==> config.mk <==
export PLATFORM = sky130hd
export DESIGN_NAME = alu_unit
export DESIGN_NICKNAME = d
export VERILOG_FILES = /design/src/source/cadr_word_pkg.sv /design/src/source/alu_unit.sv
export SDC_FILE = /design/constraint.sdc
export NUM_CORES = 1
export LEC_CHECK = 0
export ABC_AREA = 1
export BUFFER_PORTS_ARGS = -buffer_cell sky130_fd_sc_hd__buf_2
export CAP_MARGIN = 20
export CORE_MARGIN = 2
export CORE_UTILIZATION = 35
export DETAILED_ROUTE_END_ITERATION = 12
export GPL_TIMING_DRIVEN = 0
export PLACE_DENSITY = 0.52
export SLEW_MARGIN = 20
export SYNTH_ARGS = -nofsm -noshare
export SYNTH_HDL_FRONTEND = slang
export SYNTH_SLANG_ARGS = --single-unit
==> constraint.sdc <==
create_clock -name clk_a -period 3.4 [get_ports clk_a]
set_input_delay 0.68 -clock clk_a [delete_from_list [all_inputs] [get_ports clk_a]]
set_output_delay 0.68 -clock clk_a [all_outputs]
set_load 0.01 [all_outputs]
==> src/source/cadr_word_pkg.sv <==
// datapath word and address widths, their types, and the ALU operation codes
package cadr_word_pkg;

   localparam int word_w     = 32;              // data word width
   localparam int amem_aw    = 10;              // A-memory address width
   localparam int mmem_aw    = 5;               // M-memory address width
   localparam int amem_depth = 1 << amem_aw;    // 1k A words
   localparam int mmem_depth = 1 << mmem_aw;    // 32 M words
   localparam int alu_op_w   = 3;

   typedef logic [word_w-1:0]  word_t;
   typedef logic [amem_aw-1:0] amem_addr_t;
   typedef logic [mmem_aw-1:0] mmem_addr_t;

   // ALU function select, carried in the op field of a microinstruction
   typedef enum logic [alu_op_w-1:0]
   {
      alu_add    = 3'd0,                        // a + m, wraps at 32 bits
      alu_sub    = 3'd1,                        // a - m
      alu_and    = 3'd2,
      alu_or     = 3'd3,
      alu_xor    = 3'd4,
      alu_pass_a = 3'd5,
      alu_pass_m = 3'd6,
      alu_imm    = 3'd7                         // immediate field
   } alu_op_t;

endpackage

==> src/source/alu_unit.sv <==
// ALU for the microcoded datapath, computes on the A and M operands and latches the result on capture
`timescale 1ns/1ps

module alu_unit
   import cadr_word_pkg::*;
(
   input  logic    clk_a,
   input  logic    reset,
   input  logic    capture,
   input  alu_op_t op,
   input  word_t   a_val,
   input  word_t   m_val,
   input  word_t   imm,
   output word_t   result
);

   word_t alu_val;                              // unregistered function output

   always_comb
   begin
      case (op)
         alu_add:
            alu_val = a_val + m_val;            // carry out dropped
         alu_sub:
            alu_val = a_val - m_val;
         alu_and:
            alu_val = a_val & m_val;
         alu_or:
            alu_val = a_val | m_val;
         alu_xor:
            alu_val = a_val ^ m_val;
         alu_pass_a:
            alu_val = a_val;
         alu_pass_m:
            alu_val = m_val;
         alu_imm:
            alu_val = imm;
         default:
            alu_val = '0;
      endcase
   end

   // result holds until the next capture
   always_ff @(posedge clk_a)
   begin
      if (reset)
         result <= '0;
      else if (capture)
         result <= alu_val;
   end

endmodule

==> reports/results.ini, run 1 <==
[run]
maxCapViolations=0

[die]
die_y_um=142
die_w_um=142
dieArea_um2=20200
ios=134
coreArea_um2=18700
initial_core_util_pct=35.6
row_count=50

[layout]
area_delta_synth_final_pct=23.2
most-common-layout-cells=nand2_1 (293), inv_1 (172), buf_2 (150), o21ai_0 (99), ha_1 (87)
mostFrequentLayoutCell=nand2_1
nets=1487
reg_top3=result x32
finish.utilization_pct=43.9
antenna_cells=0
top_register=result
largest_register_ffs=32
drive_above_1_share_pct=21.5

[critical_path]
cpLargestDelayFamily=simple AND/OR/NAND/NOR gates
rrSetupSlack_ns=2.70
endpoint=result[25]$_SDFFE_PP0P_
start_kind=primary input
end_kind=flop
slowest_stage=ha_1
r2r_start=result[28]$_SDFFE_PP0P_
max_stage_delay_ns=0.39
path_buf_inv=2
crit_required_ns=3.63
arrival_ns=3.52
cp-startpoint=m_val[5]
cp_max_fo=6
path_cells=buf_2 > nor2_2 > nand3_2 > nor2_4 > nand2_2 > nor2_4 > buf_12 > nand4_4 > o21ai_4 > xor2_2 > ha_1 > nand2_2 > nor2_2 > nand2_1 > nand3b_1 > nand3_1 > nand3_4 > a21oi_2
reg2reg_depth=2
crit_type=in -> reg
timing.rr.end=result[28]$_SDFFE_PP0P_
cp.depth=18

[detailed_routing]
drtIter0Drc=662
drt_wl_total_mm=29.1
vias=8063
drc_errors=0
via_per_inst=5.30
first_pass_iters=6
wire_per_inst_um=19.1
ant_nets=0

[timing]
tightest_slew_ns=0.793
fin_crit_sh_pct=96.6
setup_violations=0
fmax_mhz=304
period_minus_slack_ns=3.28
slew_viol_final=0
hold_violations=0
setup_slack_ns=0.115
finClkSkew_ns=0
rsz0062_at_grt=yes
slew_headroom_pct=46.7
whs_ns=0.468

[power]
swShare_pct=47.5
p_total_uw=2160
peakVddDrop_uv=175
seq_power_share_pct=19.6
combPwrFrac_pct=56.4
power_density_nw_per_um2=263
switchingPower_uw=1020
p_clk_share_pct=24.0
leakagePower_uw=0.00440
p_int_uw=1130

[synthesis]
ys_types=49
ys_seq_area_share_pct=9.61
synth_nets=1336
synthesis.area_um2=6670
synthFlopType=dfxtp_1
synth_edf_count=0
syn_inst=1137
ys_async_sr_fraction_pct=0
synth_top_area_share_pct=18.0
synth_area_leaders=ha_1 (18%), nand2_1 (17%), inv_1 (9.9%), dfxtp_1 (9.6%), o21ai_0 (7.4%)
yosysWarnings=0
synth_seq_cells=32
yosys.area.top_type=ha_1
syn_avg_cell_area_um2=5.86

[grt]
grtUsageTotal_pct=28.4
grt_max_degree=11
antenna_found_initial=1
grt-ovfl-total=0
grt_pass1_vias=7391
grt_pass1_wl_mm=42.6

[placement]
io_buffers=132
globalplace.congestion=0.950
pre_cts_ws_ns=-0.602
place_hpwl_mm=24.0

[cts]
htreeDepth=2
cts.sinks=32
path_clk_slew_ns=0.06
cts_buffer_depth=2
cts_buffers=5
cts_tree=yes
cts-root-buf=clkbuf_16
clock_latency_ns=0.30

[hold_path]
hold_class=reg -> reg

[run_status]
status=complete, no violations

cell families after synthesis:
family	after synthesis	share of synthesized area (%)
compound gates	220	19.0
xor+xnor	38	4.99
fa+ha+maj	97	18.3
buf+inv	218	13.2
flops	32	9.61
simple gates	532	34.9
repair_timing:
action	CTS	global route
setup endpoints to repair	11	21
pin swaps	5	19
hold buffers	0	0
gates resized for setup	18	58
setup buffers	2	10
cell usage after synthesis (4+ instances only):
cell type	instances
o2bb2ai_1	12
xor2_1	36
o2111ai_1	6
buf_2	19
inv_1	175
nor3_1	9
o22ai_1	5
a41oi_1	4
nand3_2	6
dfxtp_1	32
nor2_2	5
clkbuf_1	8
o21ai_1	5
nor2_1	80
nand2_1	302
nand3_1	75
nand4_1	8
nor4_1	21
nand3b_1	7
inv_2	6
a21oi_1	64
ha_1	96
o21ai_0	99
nand2_2	12
layer usage:
metal / vias to the layer above / global-route usage, % / wire length [µm]
li1: 4014 / - / -
met1: 3737 / 40.5 / 13800
met2: 277 / 44.1 / 12700
met3: 35 / 4.71 / 2000
met4: 0 / 7.42 / 649
met5: - / 0 / 0
metrics by stage:
step	TNS, ns	area, µm²	std cells
global placement	-6.66	7620	1503
detailed placement	-7.16	7620	1503
floorplan	0	6670	1137
finish	0	8210	1522
global route	-0.0512	8210	1522
CTS	0	7870	1512
power by group through the flow:
stage                     Clock [µW]  Sequential [µW]  Combinational (µW)
after CTS                        522              424                1130
after floorplan                    0              447                 685
final                            517              423                1220
after global routing             535              428                1340
after global placement             0              431                1110
after detailed placement           0              431                1110
worst min-delay path by stage:
stage	startpoint	end	slack (ns)	cells after the start
2_1_floorplan	result[1]$_SDFFE_PP0P_	result[1]$_SDFFE_PP0P_	0.48	2
3_3_place_gp	result[1]$_SDFFE_PP0P_	result[1]$_SDFFE_PP0P_	0.45	2
3_5_place_dp	result[1]$_SDFFE_PP0P_	result[1]$_SDFFE_PP0P_	0.46	2
4_1_cts	result[1]$_SDFFE_PP0P_	result[1]$_SDFFE_PP0P_	0.47	2
5_1_grt	result[2]$_SDFFE_PP0P_	result[2]$_SDFFE_PP0P_	0.49	2
6_report	result[1]$_SDFFE_PP0P_	result[1]$_SDFFE_PP0P_	0.47	2
final cells by class:
class	count	area, µm²
clock buffers	7	153
well taps	234	293
fillers	2068	10500
repair buffers	144	763
multi-input cells	887	5480
plain buffers	36	196
inverters	182	689
flip-flops and latches	32	641
worst register-to-register path: cells and delay by family (launching register included):
kind	cells	cell delay, ns
compound gates	2	0.27
flops	1	0.30
(Power assumes the default switching activity.)
==> inputs of run 2 (changes only) <==
- CORE_UTILIZATION: 35 -> 58
- HOLD_SLACK_MARGIN: unset -> 0.02
- PLACE_DENSITY: 0.52 -> 0.81
==> reports/results.ini, run 2 (synthesized netlist as in run 1, its figures left out) <==
[run_status]
status=complete, no violations

[grt]
grt_pass1_wl_mm=40.5  ; -4.8%
grt_max_degree=11  ; unchanged
antenna_found_initial=1  ; unchanged
grt-ovfl-total=0  ; unchanged
grt_pass1_vias=7723  ; +4.5%
grtUsageTotal_pct=41.9  ; +14 points

[power]
leakagePower_uw=0.00437  ; -0.66%
seq_power_share_pct=19.9  ; +0.3 points
switchingPower_uw=1000  ; -2.2%
peakVddDrop_uv=225  ; +28%
power_density_nw_per_um2=266  ; +1.1%
p_int_uw=1130  ; about the same
combPwrFrac_pct=56.4  ; about the same
swShare_pct=46.9  ; -0.58 points
p_clk_share_pct=23.7  ; -0.3 points
p_total_uw=2140  ; -1.0%

[cts]
cts_buffer_depth=2  ; unchanged
postCtsHoldBufs=0  ; unchanged
cts.sinks=32  ; unchanged
cts_tree=yes
path_clk_slew_ns=0.05  ; about the same
clock_latency_ns=0.29  ; about the same
cts-root-buf=clkbuf_16
htreeDepth=2  ; unchanged
cts_buffers=5  ; unchanged

[timing]
rsz0062_at_grt=yes
tightest_slew_ns=0.868  ; +0.0750 ns
slew_viol_final=0  ; unchanged
setup_slack_ns=0.114  ; -0.00149 ns
period_minus_slack_ns=3.29  ; +0.00149 ns
fin_crit_sh_pct=96.7  ; about the same
finClkSkew_ns=0  ; unchanged
hold_violations=0  ; unchanged
fmax_mhz=304  ; about the same
setup_violations=0  ; unchanged
slew_headroom_pct=41.6  ; -5.0 points

[critical_path]
cp-startpoint=op[2]
rrSetupSlack_ns=2.69  ; about the same
crit_required_ns=3.58  ; -0.05 ns
crit_type=in -> reg
r2r_start=result[26]$_SDFFE_PP0P_
start_kind=primary input
cp_max_fo=10  ; +4
arrival_ns=3.46  ; -0.06 ns
end_kind=flop

[detailed_routing]
via_per_inst=5.86  ; +11%
wire_per_inst_um=18.6  ; -3.0%
drtIter0Drc=948  ; +43%
drt_wl_total_mm=26.5  ; -9.1%
maxUsedRoutingLayer=met4
vias=8350  ; +3.6%
ant_nets=0  ; unchanged
dr_wl_met3_mm=3.17  ; +59%
drc_errors=0  ; unchanged
met2_length_mm=11.0  ; -14%
first_pass_iters=8  ; +2
wl_met1_mm=11.2  ; -18%

[placement]
pre_cts_ws_ns=-0.440  ; +0.161 ns
placedCellCount=1412  ; -6.1%
io_buffers=132  ; unchanged
globalplace.congestion=1.03  ; +8.7%
place_hpwl_mm=21.3  ; -11%

[layout]
antenna_cells=0  ; unchanged
mostFrequentLayoutCell=nand2_1
most-common-layout-cells=nand2_1 (293), inv_1 (173), buf_2 (151), o21ai_0 (97), ha_1 (87)
area_delta_synth_final_pct=20.7
nets=1482  ; -0.34%
drive_above_1_share_pct=21.2  ; -0.31 points
largest_register_ffs=32  ; unchanged
top_register=result
final_cells=1426  ; -6.3%
reg_top3=result x32

[die]
die_w_um=111  ; -22%
die_y_um=111  ; -22%
row_count=39  ; -22%
ios=134  ; unchanged
coreArea_um2=11300  ; -39%
initial_core_util_pct=58.9  ; +23 points
dieArea_um2=12400  ; -39%

[hold_path]
hp-start=result[1]$_SDFFE_PP0P_
hold_class=reg -> reg

[run]
maxCapViolations=0  ; unchanged

==> run 2: cell count changes in the layout (fill, tap and decap cells not counted), moves of 2 or more <==
cell and change:
nor2_1 +3, nor2_2 -2, a21oi_2 +2, nand3_2 +4, buf_4 -4, o21ai_1 +3, nand3_1 -3, o21ai_0 -2
==> run 2: power groups by stage <==
stage / Sequential (µW) / Clock (µW) / Combinational (µW)
finish: 426 / 506 / 1200
global route: 428 / 516 / 1320
CTS: 425 / 509 / 1110
detailed placement: 432 / 0 / 1080
global placement: 431 / 0 / 1070
floorplan: 447 / 0 / 685
==> run 2: metrics by stage <==
| step | setup TNS (ns) | hold slack (ns) | area (µm²) | utilization (%) |
|---|---|---|---|---|
| 4_1_cts | -0.00762 | 0.464 | 7750 | 68.4 |
| 3_5_place_dp | -5.07 | 0.453 | 7500 | 66.3 |
| 6_report | 0 | 0.467 | 8040 | 71.1 |
| 3_3_place_gp | -4.35 | 0.451 | 7500 | 66.3 |
| 5_1_grt | -0.0857 | 0.481 | 8040 | 71.1 |
| 2_1_floorplan | 0 | 0.484 | 6670 | - |
==> run 2: metal layers <==
layer,vias up,global-route usage (%)
met5,-,0
met4,0,16.7
met3,83,10.2
met2,471,63.5
met1,3783,57.1
li1,4013,-
==> run 2: what timing repair did <==
action / 4_1_cts / 5_1_grt
setup endpoints to repair: 9 / 21
gates resized for setup: 14 / 60
pin swaps: 4 / 12
endpoints found under the hold margin: 0 / 0
setup buffers: 2 / 5
==> run 2: area by class of cell <==
type,instances,area [µm²]
Inverter,182,689
Fill cell,1126,3280
Timing Repair Buffer,139,713
Sequential cell,32,641
Buffer,36,194
Clock buffer,7,153
Tap cell,143,179
Multi-Input combinational cell,887,5480
==> run 2: worst paths after layout <==
kind                             end  cells after the start
max          result[10]$_SDFFE_PP0P_                     15
min           result[1]$_SDFFE_PP0P_                      2
max reg2reg  result[26]$_SDFFE_PP0P_                      2
min reg2reg   result[1]$_SDFFE_PP0P_                      2
==> run 2: worst max-delay path: stages <==
cell and delay (ns):
buf_2 0.20, nor2_2 0.08, nand2_4 0.15, buf_2 0.28, nand2_1 0.10, xor2_1 0.27, ha_1 0.37, nor2_1 0.17
nand3b_1 0.13, nand2_1 0.12, nand2_1 0.09, nand2_1 0.18, or2_2 0.34, a21oi_1 0.21, a21oi_1 0.09
