File: src/source/cadr_word_pkg.sv
// datapath word and address widths, their types, and the ALU operation codes
package cadr_word_pkg;

   localparam int word_w     = 32;              // data word width
   localparam int amem_aw    = 10;              // A-memory address width
   localparam int mmem_aw    = 5;               // M-memory address width
   localparam int amem_depth = 1 << amem_aw;    // 1k A words
   localparam int mmem_depth = 1 << mmem_aw;    // 32 M words
   localparam int alu_op_w   = 3;

   typedef logic [word_w-1:0]  word_t;
   typedef logic [amem_aw-1:0] amem_addr_t;
   typedef logic [mmem_aw-1:0] mmem_addr_t;

   // ALU function select, carried in the op field of a microinstruction
   typedef enum logic [alu_op_w-1:0]
   {
      alu_add    = 3'd0,                        // a + m, wraps at 32 bits
      alu_sub    = 3'd1,                        // a - m
      alu_and    = 3'd2,
      alu_or     = 3'd3,
      alu_xor    = 3'd4,
      alu_pass_a = 3'd5,
      alu_pass_m = 3'd6,
      alu_imm    = 3'd7                         // immediate field
   } alu_op_t;

endpackage

File: src/source/cadr_uinst_pkg.sv
// microinstruction format and sequencer states, shared by the sequencer and the top level
package cadr_uinst_pkg;

   import cadr_word_pkg::*;

   // one microinstruction as issued by the host
   typedef struct packed
   {
      amem_addr_t a_src;                        // A operand address
      mmem_addr_t m_src;                        // M operand address
      alu_op_t    op;
      logic       wr_a;                         // write result to A[dest]
      logic       wr_m;                         // write result to M[dest low bits]
      amem_addr_t dest;
      word_t      imm;
   } uinst_t;

   typedef enum logic [1:0]
   {
      st_idle  = 2'd0,
      st_read  = 2'd1,                          // memory reads issued
      st_exec  = 2'd2,                          // operands valid, ALU captures
      st_write = 2'd3                           // write-back and done
   } useq_state_t;

endpackage

File: src/source/useq_control.sv
// microinstruction sequencer, steps one instruction through read, exec and write-back
`timescale 1ns/1ps

module useq_control
   import cadr_word_pkg::*, cadr_uinst_pkg::*;
(
   input  logic       clk_a,
   input  logic       reset,

   input  logic       uinst_valid,
   input  uinst_t     uinst,
   output logic       busy,
   output logic       done,

   output logic       a_rden,
   output amem_addr_t a_raddr,
   output logic       m_rden,
   output mmem_addr_t m_raddr,

   output logic       alu_capture,
   output alu_op_t    op,
   output word_t      imm,

   output logic       a_wren,
   output amem_addr_t a_waddr,
   output logic       m_wren,
   output mmem_addr_t m_waddr
);

   useq_state_t state;
   useq_state_t state_nx;
   uinst_t      cur;                            // instruction in flight
   logic        accept;

   assign accept = (state == st_idle) && uinst_valid;   // strobes while busy are dropped

   always_comb
   begin
      state_nx = state;
      case (state)
         st_idle:
         begin
            if (uinst_valid)
               state_nx = st_read;
         end
         st_read:
            state_nx = st_exec;
         st_exec:
            state_nx = st_write;
         st_write:
            state_nx = st_idle;
         default:
            state_nx = st_idle;
      endcase
   end

   always_ff @(posedge clk_a)
   begin
      if (reset)
         state <= st_idle;
      else
         state <= state_nx;
   end

   always_ff @(posedge clk_a)
   begin
      if (accept)
         cur <= uinst;
   end

   assign busy = (state != st_idle);
   assign done = (state == st_write);           // result is valid in this cycle

   // operand reads, data returns in st_exec
   assign a_rden  = (state == st_read);
   assign a_raddr = cur.a_src;
   assign m_rden  = (state == st_read);
   assign m_raddr = cur.m_src;

   assign alu_capture = (state == st_exec);
   assign op          = cur.op;
   assign imm         = cur.imm;

   // write-back lands on the edge that leaves st_write
   assign a_wren  = (state == st_write) && cur.wr_a;
   assign a_waddr = cur.dest;
   assign m_wren  = (state == st_write) && cur.wr_m;
   assign m_waddr = cur.dest[mmem_aw-1:0];      // M uses the low dest bits

endmodule
File: config.mk
export PLATFORM = sky130hd
export DESIGN_NAME = useq_control
export DESIGN_NICKNAME = d
export VERILOG_FILES = /design/src/source/cadr_word_pkg.sv /design/src/source/cadr_uinst_pkg.sv /design/src/source/useq_control.sv
export SDC_FILE = /design/constraint.sdc
export NUM_CORES = 1
export LEC_CHECK = 0
export ABC_AREA = 1
export ABC_CLOCK_PERIOD_IN_PS = 2300
export BUFFER_PORTS_ARGS = -buffer_cell sky130_fd_sc_hd__buf_2
export CAP_MARGIN = 20
export CORE_ASPECT_RATIO = 0.6
export CORE_UTILIZATION = 42
export CTS_BUF_LIST = sky130_fd_sc_hd__clkbuf_4
export DETAILED_ROUTE_END_ITERATION = 6
export PLACE_DENSITY = 0.8
export SLEW_MARGIN = 20
export SYNTH_ARGS = -nofsm -noshare
export SYNTH_HDL_FRONTEND = slang
export SYNTH_SLANG_ARGS = --single-unit
export TNS_END_PERCENT = 1
File: constraint.sdc
create_clock -name clk_a -period 2.3 [get_ports clk_a]
set_clock_uncertainty 0.1 [all_clocks]
set_input_delay 0.115 -clock clk_a [delete_from_list [all_inputs] [get_ports clk_a]]
set_output_delay 0.115 -clock clk_a [all_outputs]
set_load 0.005 [all_outputs]
==> flow_metrics.py, run 1 <==
metrics = {
    "synth": {
        "syn_nets": 230,
        "netlist_area_um2": 2560,
        "yosysSeqAreaShare_pct": 74.2,
        "yosysWarnings": 0,
        "synth_seq_cells": 64,
        "synthCells": 159,
        "synth_cell_types": 10,
        "avgSynthCellArea_um2": 16.1,
    },
    "job": {
        "maxCapViolCount": 0,
    },
    "detailed_routing": {
        "wl_per_cell_um": 14.0,
        "first_iter_violations": 43,
        "routed_wirelength_um": 5500,
        "vias": 1643,
        "firstDrtPassIters": 4,
        "drc_errors": 0,
        "ant_nets": 0,
        "vias_per_cell": 4.18,
    },
    "placement": {
        "place_hpwl_um": 3040,
        "portBuffers": 136,
        "placedCellCount": 311,
        "gp_congestion": 0.649,
    },
    "cells_and_area": {
        "finalNonFillerCells": 393,
        "antennaDiodeCount": 0,
        "drive_gt1_share_pct": 51.8,
        "final_common_cell": "buf_2",
        "post-route-util_pct": 64.9,
        "final_nets": 379,
        "area_growth_pct": 45.1,
        "final_cell_mix": "buf_2, dlygate4sd3_1, edfxtp_1",
    },
    "floorplan": {
        "dieHeight_um": 62.5,
        "die_w_um": 103,
        "rows": 21,
        "die_area_um2": 6430,
        "start_util_pct": 44.8,
        "core_um2": 5730,
        "ioPinCount": 137,
    },
    "global_route": {
        "track_usage_pct": 18.5,
        "antenna_found_initial": 0,
        "grt_start_max_net_pins": 45,
        "gr-total-overflow": 0,
        "grt_pass1_vias": 1831,
        "grt_pass1_wl_um": 8480,
    },
    "power": {
        "leakagePower_nw": 1.64,
        "powerDensity_nw_per_um2": 899,
        "p_total_mw": 3.34,
        "ir_drop_mv": 0.447,
    },
    "clock_tree": {
        "clockBufferDepth": 2,
        "root_buffer": "clkbuf_4",
        "cts_buffers": 9,
        "cts_sinks": 64,
        "h-tree-depth": 3,
        "clkTransAtPathRegs_ps": 100,
        "cts_tree": "yes",
        "post_cts_buffers": 0,
        "clock_latency_ps": 380,
    },
    "timing": {
        "period_share_pct": 94.3,
        "setup_tns_ps": 0,
        "worst_pin_slew_ps": 233,
        "setup_violations": 0,
        "slew_headroom_pct": 84.5,
        "fmax_mhz": 461,
        "slew_viol_final": 0,
        "rsz0062_at_grt": "no",
        "holdWs_ps": 332,
        "final_hold_viol_count": 0,
        "period_minus_slack_ps": 2170,
    },
    "setup_path": {
        "cp_slowest_cell": "dlygate4sd3_1",
        "path_delay_family": "buffers and inverters",
        "cp_max_fo": 4,
        "crit_buf_inv": 3,
        "cpPeakStageDelay_ps": 570,
        "setup.worst_path.start_class": "register",
        "crit_arrival_ps": 2400,
        "crit_chain": "inv_2, ha_4, nand3_1, nand2_1, dlygate4sd3_1, nor2_1, dlygate4sd3_1",
        "critical_path_class": "reg -> reg",
        "worstSetupEndpointType": "register",
        "worstPathRequired_ps": 2530,
        "path_common_cell": "dlygate4sd3_1",
    },
    "hold_path": {
        "hold_class": "in -> reg",
    },
    "outcome": {
        "status": "finished clean",
    },
}
[power breakdown]
part	internal, mW	switching, mW	total (mW)
registers	1.60	0.0768	1.67
clock network	0.466	0.385	0.851
logic	0.395	0.424	0.819
[through the flow]
stage / cell area, um^2 / setup WS, ps
6_report: 3720 / 131
3_3_place_gp: 2880 / 737
3_5_place_dp: 2880 / 665
5_1_grt: 3720 / 51.0
4_1_cts: 3700 / 49.0
2_1_floorplan: 2570 / 126
[worst paths after layout]
path	start	cells after the start	slack, ps	end
worst max-delay path	state[0]$_SDFFE_PP0P_	7	130	state[0]$_SDFFE_PP0P_
worst min register to register	state[1]$_SDFFE_PP0P_	4	570	state[1]$_SDFFE_PP0P_
worst max register to register	state[0]$_SDFFE_PP0P_	7	130	state[0]$_SDFFE_PP0P_
worst min-delay path	uinst[54]	2	330	a_raddr[2]$_DFFE_PP_
[per-layer routing]
metal  share of wire (%)  up-vias  routed length (um)  global-route usage [%]
met4                 1.8        0                  99                    6.87
met5                   0        -                   0                       0
li1                    -      770                   -                       -
met1                  35      748                1910                    17.3
met3                  13       12                 712                    11.3
met2                  51      113                2780                    32.3
[worst reg2reg max path: stages, from the launching register on]
cell	delay [ps]
dfxtp_2	380
inv_2	80
ha_4	180
nand3_1	80
nand2_1	60
dlygate4sd3_1	570
nor2_1	110
dlygate4sd3_1	560
[sequential cells by signal, summed over array words and instances (netlist names)]
register,flops
a_raddr,10
a_waddr,10
cur,2
imm,32
m_raddr,5
op,3
state,2
[cells by family after synthesis]
group | synth area share [%]
buf+inv | 20.8
flops | 74.2
simple gates | 2.10
fa+ha+maj | 2.93
[synthesized netlist by cell type]
cell,instances,area (um^2)
buf_4,66,495
edfxtp_1,62,1860
inv_1,9,33.8
ha_1,6,75.1
nand2_1,6,22.5
nor2_1,4,15.0
dfxtp_1,2,40.0
nand3_1,2,10.0
inv_2,1,3.75
nor2_2,1,6.26
[area by class of cell]
type | instances | area, um^2
Clock inverter | 5 | 81.3
Clock buffer | 11 | 82.6
Tap cell | 80 | 100
Sequential cell | 64 | 1900
Inverter | 10 | 41.3
Multi-Input combinational cell | 19 | 141
Timing Repair Buffer | 204 | 1370
Fill cell | 414 | 2010
[what timing repair did]
item	in CTS	in global routing
endpoints found under the hold margin	64	0
hold buffers	66	0
resized for setup	0	6
endpoints found under the setup margin	0	1
No activity file was read; power rests on OpenSTA's default activity.
==> inputs of run 2 (changes only) <==
--- a/config.mk
+++ b/config.mk
@@ -13,7 +13,7 @@
 export CORE_UTILIZATION = 42
 export CTS_BUF_LIST = sky130_fd_sc_hd__clkbuf_4
 export DETAILED_ROUTE_END_ITERATION = 6
-export PLACE_DENSITY = 0.8
+export PLACE_DENSITY = 0.79
 export SLEW_MARGIN = 20
 export SYNTH_ARGS = -nofsm -noshare
 export SYNTH_HDL_FRONTEND = slang
==> flow_metrics.py, run 2 (synthesized netlist as in run 1, its figures left out) <==
metrics = {
    "setup_path": {
        "crit_buf_inv": 3,
        "crit_arrival_ps": 2370,
        "setup.worst_path.start_class": "register",
        "path_delay_family": "buffers and inverters",
        "cp_max_fo": 4,
        "critical_path_class": "reg -> reg",
        "worstSetupEndpointType": "register",
        "cp_slowest_cell": "dlygate4sd3_1",
        "path_common_cell": "dlygate4sd3_1",
        "worstPathRequired_ps": 2480,
        "crit_chain": "inv_1, ha_2, nand3_1, nand2_1, dlygate4sd3_1, nor2_1, dlygate4sd3_1",
        "r2r_setup_slack_ps": 100,
        "cpPeakStageDelay_ps": 550,
    },
    "clock_tree": {
        "cts_sinks": 64,
        "h-tree-depth": 3,
        "post_cts_buffers": 0,
        "root_buffer": "clkbuf_4",
        "clock_latency_ps": 380,
        "cts_buffers": 9,
        "clkTransAtPathRegs_ps": 100,
        "clockBufferDepth": 2,
        "cts_tree": "yes",
    },
    "floorplan": {
        "dieHeight_um": 62.5,
        "start_util_pct": 44.8,
        "ioPinCount": 137,
        "die_w_um": 103,
        "rows": 21,
        "core_um2": 5730,
        "die_area_um2": 6430,
    },
    "detailed_routing": {
        "ant_nets": 0,
        "wl_per_cell_um": 13.3,
        "routed_wirelength_um": 5220,
        "vias": 1613,
        "drc_errors": 0,
        "vias_per_cell": 4.11,
        "first_iter_violations": 57,
        "firstDrtPassIters": 4,
    },
    "global_route": {
        "use_met2_pct": 29.9,
        "track_usage_pct": 17.4,
        "met3_usage_pct": 8.28,
        "antenna_found_initial": 0,
        "grt_pass1_vias": 1745,
        "grt_start_max_net_pins": 34,
        "busiest_layer": "met2",
        "grt_pass1_wl_um": 7940,
        "gr-total-overflow": 0,
        "grt.met1_usage_pct": 18.6,
    },
    "timing": {
        "setup_violations": 0,
        "fmax_mhz": 456,
        "final_hold_viol_count": 0,
        "period_minus_slack_ps": 2200,
        "worst_pin_slew_ps": 427,
        "setup_slack_ps": 105,
        "slew_viol_final": 0,
        "slew_headroom_pct": 71.5,
        "period_share_pct": 95.4,
        "rsz0062_at_grt": "no",
        "holdWs_ps": 333,
        "setup_tns_ps": 0,
    },
    "placement": {
        "place_hpwl_um": 2960,
        "gp_congestion": 0.719,
        "portBuffers": 136,
        "placedCellCount": 311,
        "placed_area_um2": 2870,
        "post-place-ws_ps": 580,
    },
    "power": {
        "leakagePower_nw": 1.63,
        "powerDensity_nw_per_um2": 853,
        "ir_drop_mv": 0.440,
        "p_total_mw": 3.12,
    },
    "cells_and_area": {
        "largest_reg_flops": 32,
        "finalNonFillerCells": 392,
        "area_growth_pct": 42.7,
        "post-route-util_pct": 63.8,
        "num-fill-cells": 412,
        "final_common_cell": "buf_2",
        "final_cell_mix": "buf_2, dlygate4sd3_1, edfxtp_1",
        "stdcell_area_um2": 3660,
        "drive_gt1_share_pct": 50.6,
        "antennaDiodeCount": 0,
        "final_nets": 379,
    },
    "outcome": {
        "status": "finished clean",
    },
    "job": {
        "maxCapViolCount": 0,
    },
    "hold_path": {
        "hold_class": "in -> reg",
    },
}
run 2: cell types whose count changed in the layout (fill, tap and decap cells not counted), sizes merged:
cell / change
clkinv: +2
bufinv: -1
clkbuf: -1
clkinvlp: -1
run 2: worst paths after layout:
check | startpoint | cells after the start | end
max | state[0]$_SDFFE_PP0P_ | 7 | state[1]$_SDFFE_PP0P_
min | uinst[26] | 2 | imm[26]$_DFFE_PP_
max reg2reg | state[0]$_SDFFE_PP0P_ | 7 | state[1]$_SDFFE_PP0P_
min reg2reg | state[0]$_SDFFE_PP0P_ | 4 | state[0]$_SDFFE_PP0P_
run 2: report_power, final:
group	internal (mW)	switching, mW	total [mW]
clock	0.329	0.364	0.693
sequential	1.60	0.0782	1.68
combinational	0.357	0.393	0.750
total	2.28	0.835	3.12
run 2: metal layers:
layer,up-vias,part of all wire (%)
met5,-,0
met4,0,1.6
met3,11,10
met2,99,48
met1,734,40
li1,769,-
run 2: what timing repair did:
item                                    in CTS  in global routing
hold buffers                                66                  0
endpoints found under the setup margin       0                  1
resized for setup                            0                  3
hold endpoints to repair                    64                  0
run 2: final cells by class:
| type | count | area, um^2 | share of cell area [%] |
|---|---|---|---|
| clock buffers | 10 | 75.1 | 2.05 |
| clock inverters | 5 | 48.8 | 1.33 |
| inverters | 10 | 41.3 | 1.13 |
| multi-input cells | 19 | 131 | 3.59 |
| flip-flops and latches | 64 | 1900 | 52.1 |
| well taps | 80 | 100 | 2.74 |
| repair buffers | 204 | 1360 | 37.1 |
==> inputs of run 3 (changes only) <==
==> constraint.sdc (replaced) <==
create_clock -name clk_a -period 2.3 [get_ports clk_a]
set_clock_uncertainty 0.1 [all_clocks]
set_input_delay 0.345 -clock clk_a [delete_from_list [all_inputs] [get_ports clk_a]]
set_output_delay 0.345 -clock clk_a [all_outputs]
set_load 0.005 [all_outputs]
==> flow_metrics.py, run 3 (synthesized netlist as in run 1, its figures left out) <==
metrics = {
    "clock_tree": {
        "cts_sinks": 64,
        "clkTransAtPathRegs_ps": 100,
        "h-tree-depth": 3,
        "cts_buffers": 9,
        "root_buffer": "clkbuf_4",
        "cts_tree": "yes",
        "clockBufferDepth": 2,
        "clock_latency_ps": 390,
    },
    "setup_path": {
        "path_delay_family": "flip-flops",
        "crit_chain": "inv_1, ha_1, inv_2, buf_2",
        "reg2reg_from": "state[0]$_SDFFE_PP0P_",
        "rr_worst_depth": 5,
        "worstPathRequired_ps": 1860,
        "setup.worst_path.start_class": "register",
        "r2r_setup_slack_ps": 560,
        "crit_arrival_ps": 1340,
        "cpPeakStageDelay_ps": 400,
        "cp_slowest_cell": "dfxtp_1",
        "reg2reg_to": "a_raddr[6]$_DFFE_PP_",
        "crit_buf_inv": 3,
        "worstSetupEndpointType": "primary output",
        "cp_max_fo": 4,
        "critical_path_class": "reg -> out",
        "cp_num_cells": 4,
        "critPathCapture": "busy",
        "worstSetupStartpoint": "state[0]$_SDFFE_PP0P_",
    },
    "global_route": {
        "gr-total-overflow": 0,
        "grt_pass1_vias": 1679,
        "antenna_found_initial": 0,
        "track_usage_pct": 16.8,
        "grt_pass1_wl_um": 7670,
        "grt_start_max_net_pins": 34,
    },
    "cells_and_area": {
        "num-fill-cells": 416,
        "antennaDiodeCount": 0,
        "seq_area_um2": 1900,
        "final_common_cell": "buf_2",
        "largest_reg_flops": 32,
        "final_cell_mix": "buf_2, edfxtp_1, dlygate4sd3_1",
        "final_nets": 375,
        "multi_input_area_um2": 129,
        "drive_gt1_share_pct": 50.2,
        "area_growth_pct": 41.1,
        "finalNonFillerCells": 389,
        "stdcell_area_um2": 3620,
    },
    "timing": {
        "slew_viol_final": 0,
        "slew_headroom_pct": 71.6,
        "rsz0062_at_grt": "no",
        "period_minus_slack_ps": 1780,
        "fmax_mhz": 561,
        "worst_pin_slew_ps": 426,
        "period_share_pct": 77.5,
        "final_hold_viol_count": 0,
        "setup_violations": 0,
        "setup_tns_ps": 0,
        "setup_slack_ps": 517,
    },
    "placement": {
        "portBuffers": 136,
        "placed_area_um2": 2870,
        "placedCellCount": 311,
        "gp_congestion": 0.719,
        "post-place-ws_ps": 576,
        "place_hpwl_um": 2970,
    },
    "detailed_routing": {
        "drc_errors": 0,
        "first_iter_violations": 35,
        "vias_per_cell": 3.99,
        "firstDrtPassIters": 3,
        "vias": 1552,
        "wl_per_cell_um": 13.6,
        "ant_nets": 0,
        "routed_wirelength_um": 5280,
    },
    "floorplan": {
        "rows": 21,
        "start_util_pct": 44.8,
        "dieHeight_um": 62.5,
        "die_area_um2": 6430,
        "ioPinCount": 137,
        "core_um2": 5730,
        "die_w_um": 103,
    },
    "power": {
        "power_switching_uw": 834,
        "leakagePower_nw": 1.61,
        "ir_drop_mv": 0.471,
        "swShare_pct": 26.8,
        "p_clk_share_pct": 22.9,
        "p_total_mw": 3.11,
        "power.share.sequential_pct": 53.7,
        "powerDensity_nw_per_um2": 860,
        "p_int_mw": 2.28,
        "pwr-share-comb_pct": 23.4,
    },
    "outcome": {
        "status": "finished clean",
    },
    "job": {
        "maxCapViolCount": 0,
    },
    "hold_path": {
        "hold_class": "in -> reg",
    },
}
==> run 3: final cells by class <==
cell class | instances | share of cell area, %
flip-flops and latches | 64 | 52.6
well taps | 80 | 2.77
clock inverters | 5 | 1.31
inverters | 10 | 1.14
clock buffers | 11 | 2.28
multi-input cells | 19 | 3.56
repair buffers | 200 | 36.4
==> run 3: per-stage QoR <==
step / hold slack (ps) / utilization (%)
6_report: 81.8 / 63.2
5_1_grt: 53.6 / 63.2
4_1_cts: 0.279 / 62.6
3_5_place_dp: 423 / 50.1
3_3_place_gp: 422 / 50.1
2_1_floorplan: 344 / -
==> run 3: routing by layer <==
layer  GRT usage, %  up-vias  share of wire, %  routed length, um
li1               -      763                 -                  -
met1           17.0      688                39               2040
met2           27.8       95                48               2510
met3           11.4        6                13                694
met4           5.28        0              0.76                 40
met5              0        -                 0                  0
==> run 3: worst min-delay path, stage by stage <==
cell and delay (ps):
buf_2 80, inv_1 40, nand2_1 50, nor2_1 30
==> run 3: worst min-delay path by stage <==
stage / startpoint / endpoint / cells past startpoint
after detailed placement: uinst[26] / imm[26]$_DFFE_PP_ / 1
after floorplan: uinst[52] / a_raddr[0]$_DFFE_PP_ / 0
final: reset / state[1]$_SDFFE_PP0P_ / 4
after global placement: uinst[11] / imm[11]$_DFFE_PP_ / 1
after CTS: uinst[24] / imm[24]$_DFFE_PP_ / 1
after global routing: reset / state[0]$_SDFFE_PP0P_ / 4
==> run 3: power by group through the flow <==
stage / Combinational [mW] / Sequential, mW / Clock [mW]
4_1_cts: 0.724 / 1.66 / 0.740
3_5_place_dp: 0.648 / 1.69 / 0
2_1_floorplan: 0.562 / 1.69 / 0
5_1_grt: 0.822 / 1.70 / 0.795
6_report: 0.728 / 1.67 / 0.714
3_3_place_gp: 0.639 / 1.68 / 0
==> run 3: what timing repair did <==
action	CTS	global route
hold buffers	59	3
setup buffers	0	0
endpoints found under the hold margin	59	3
gates resized for setup	0	0
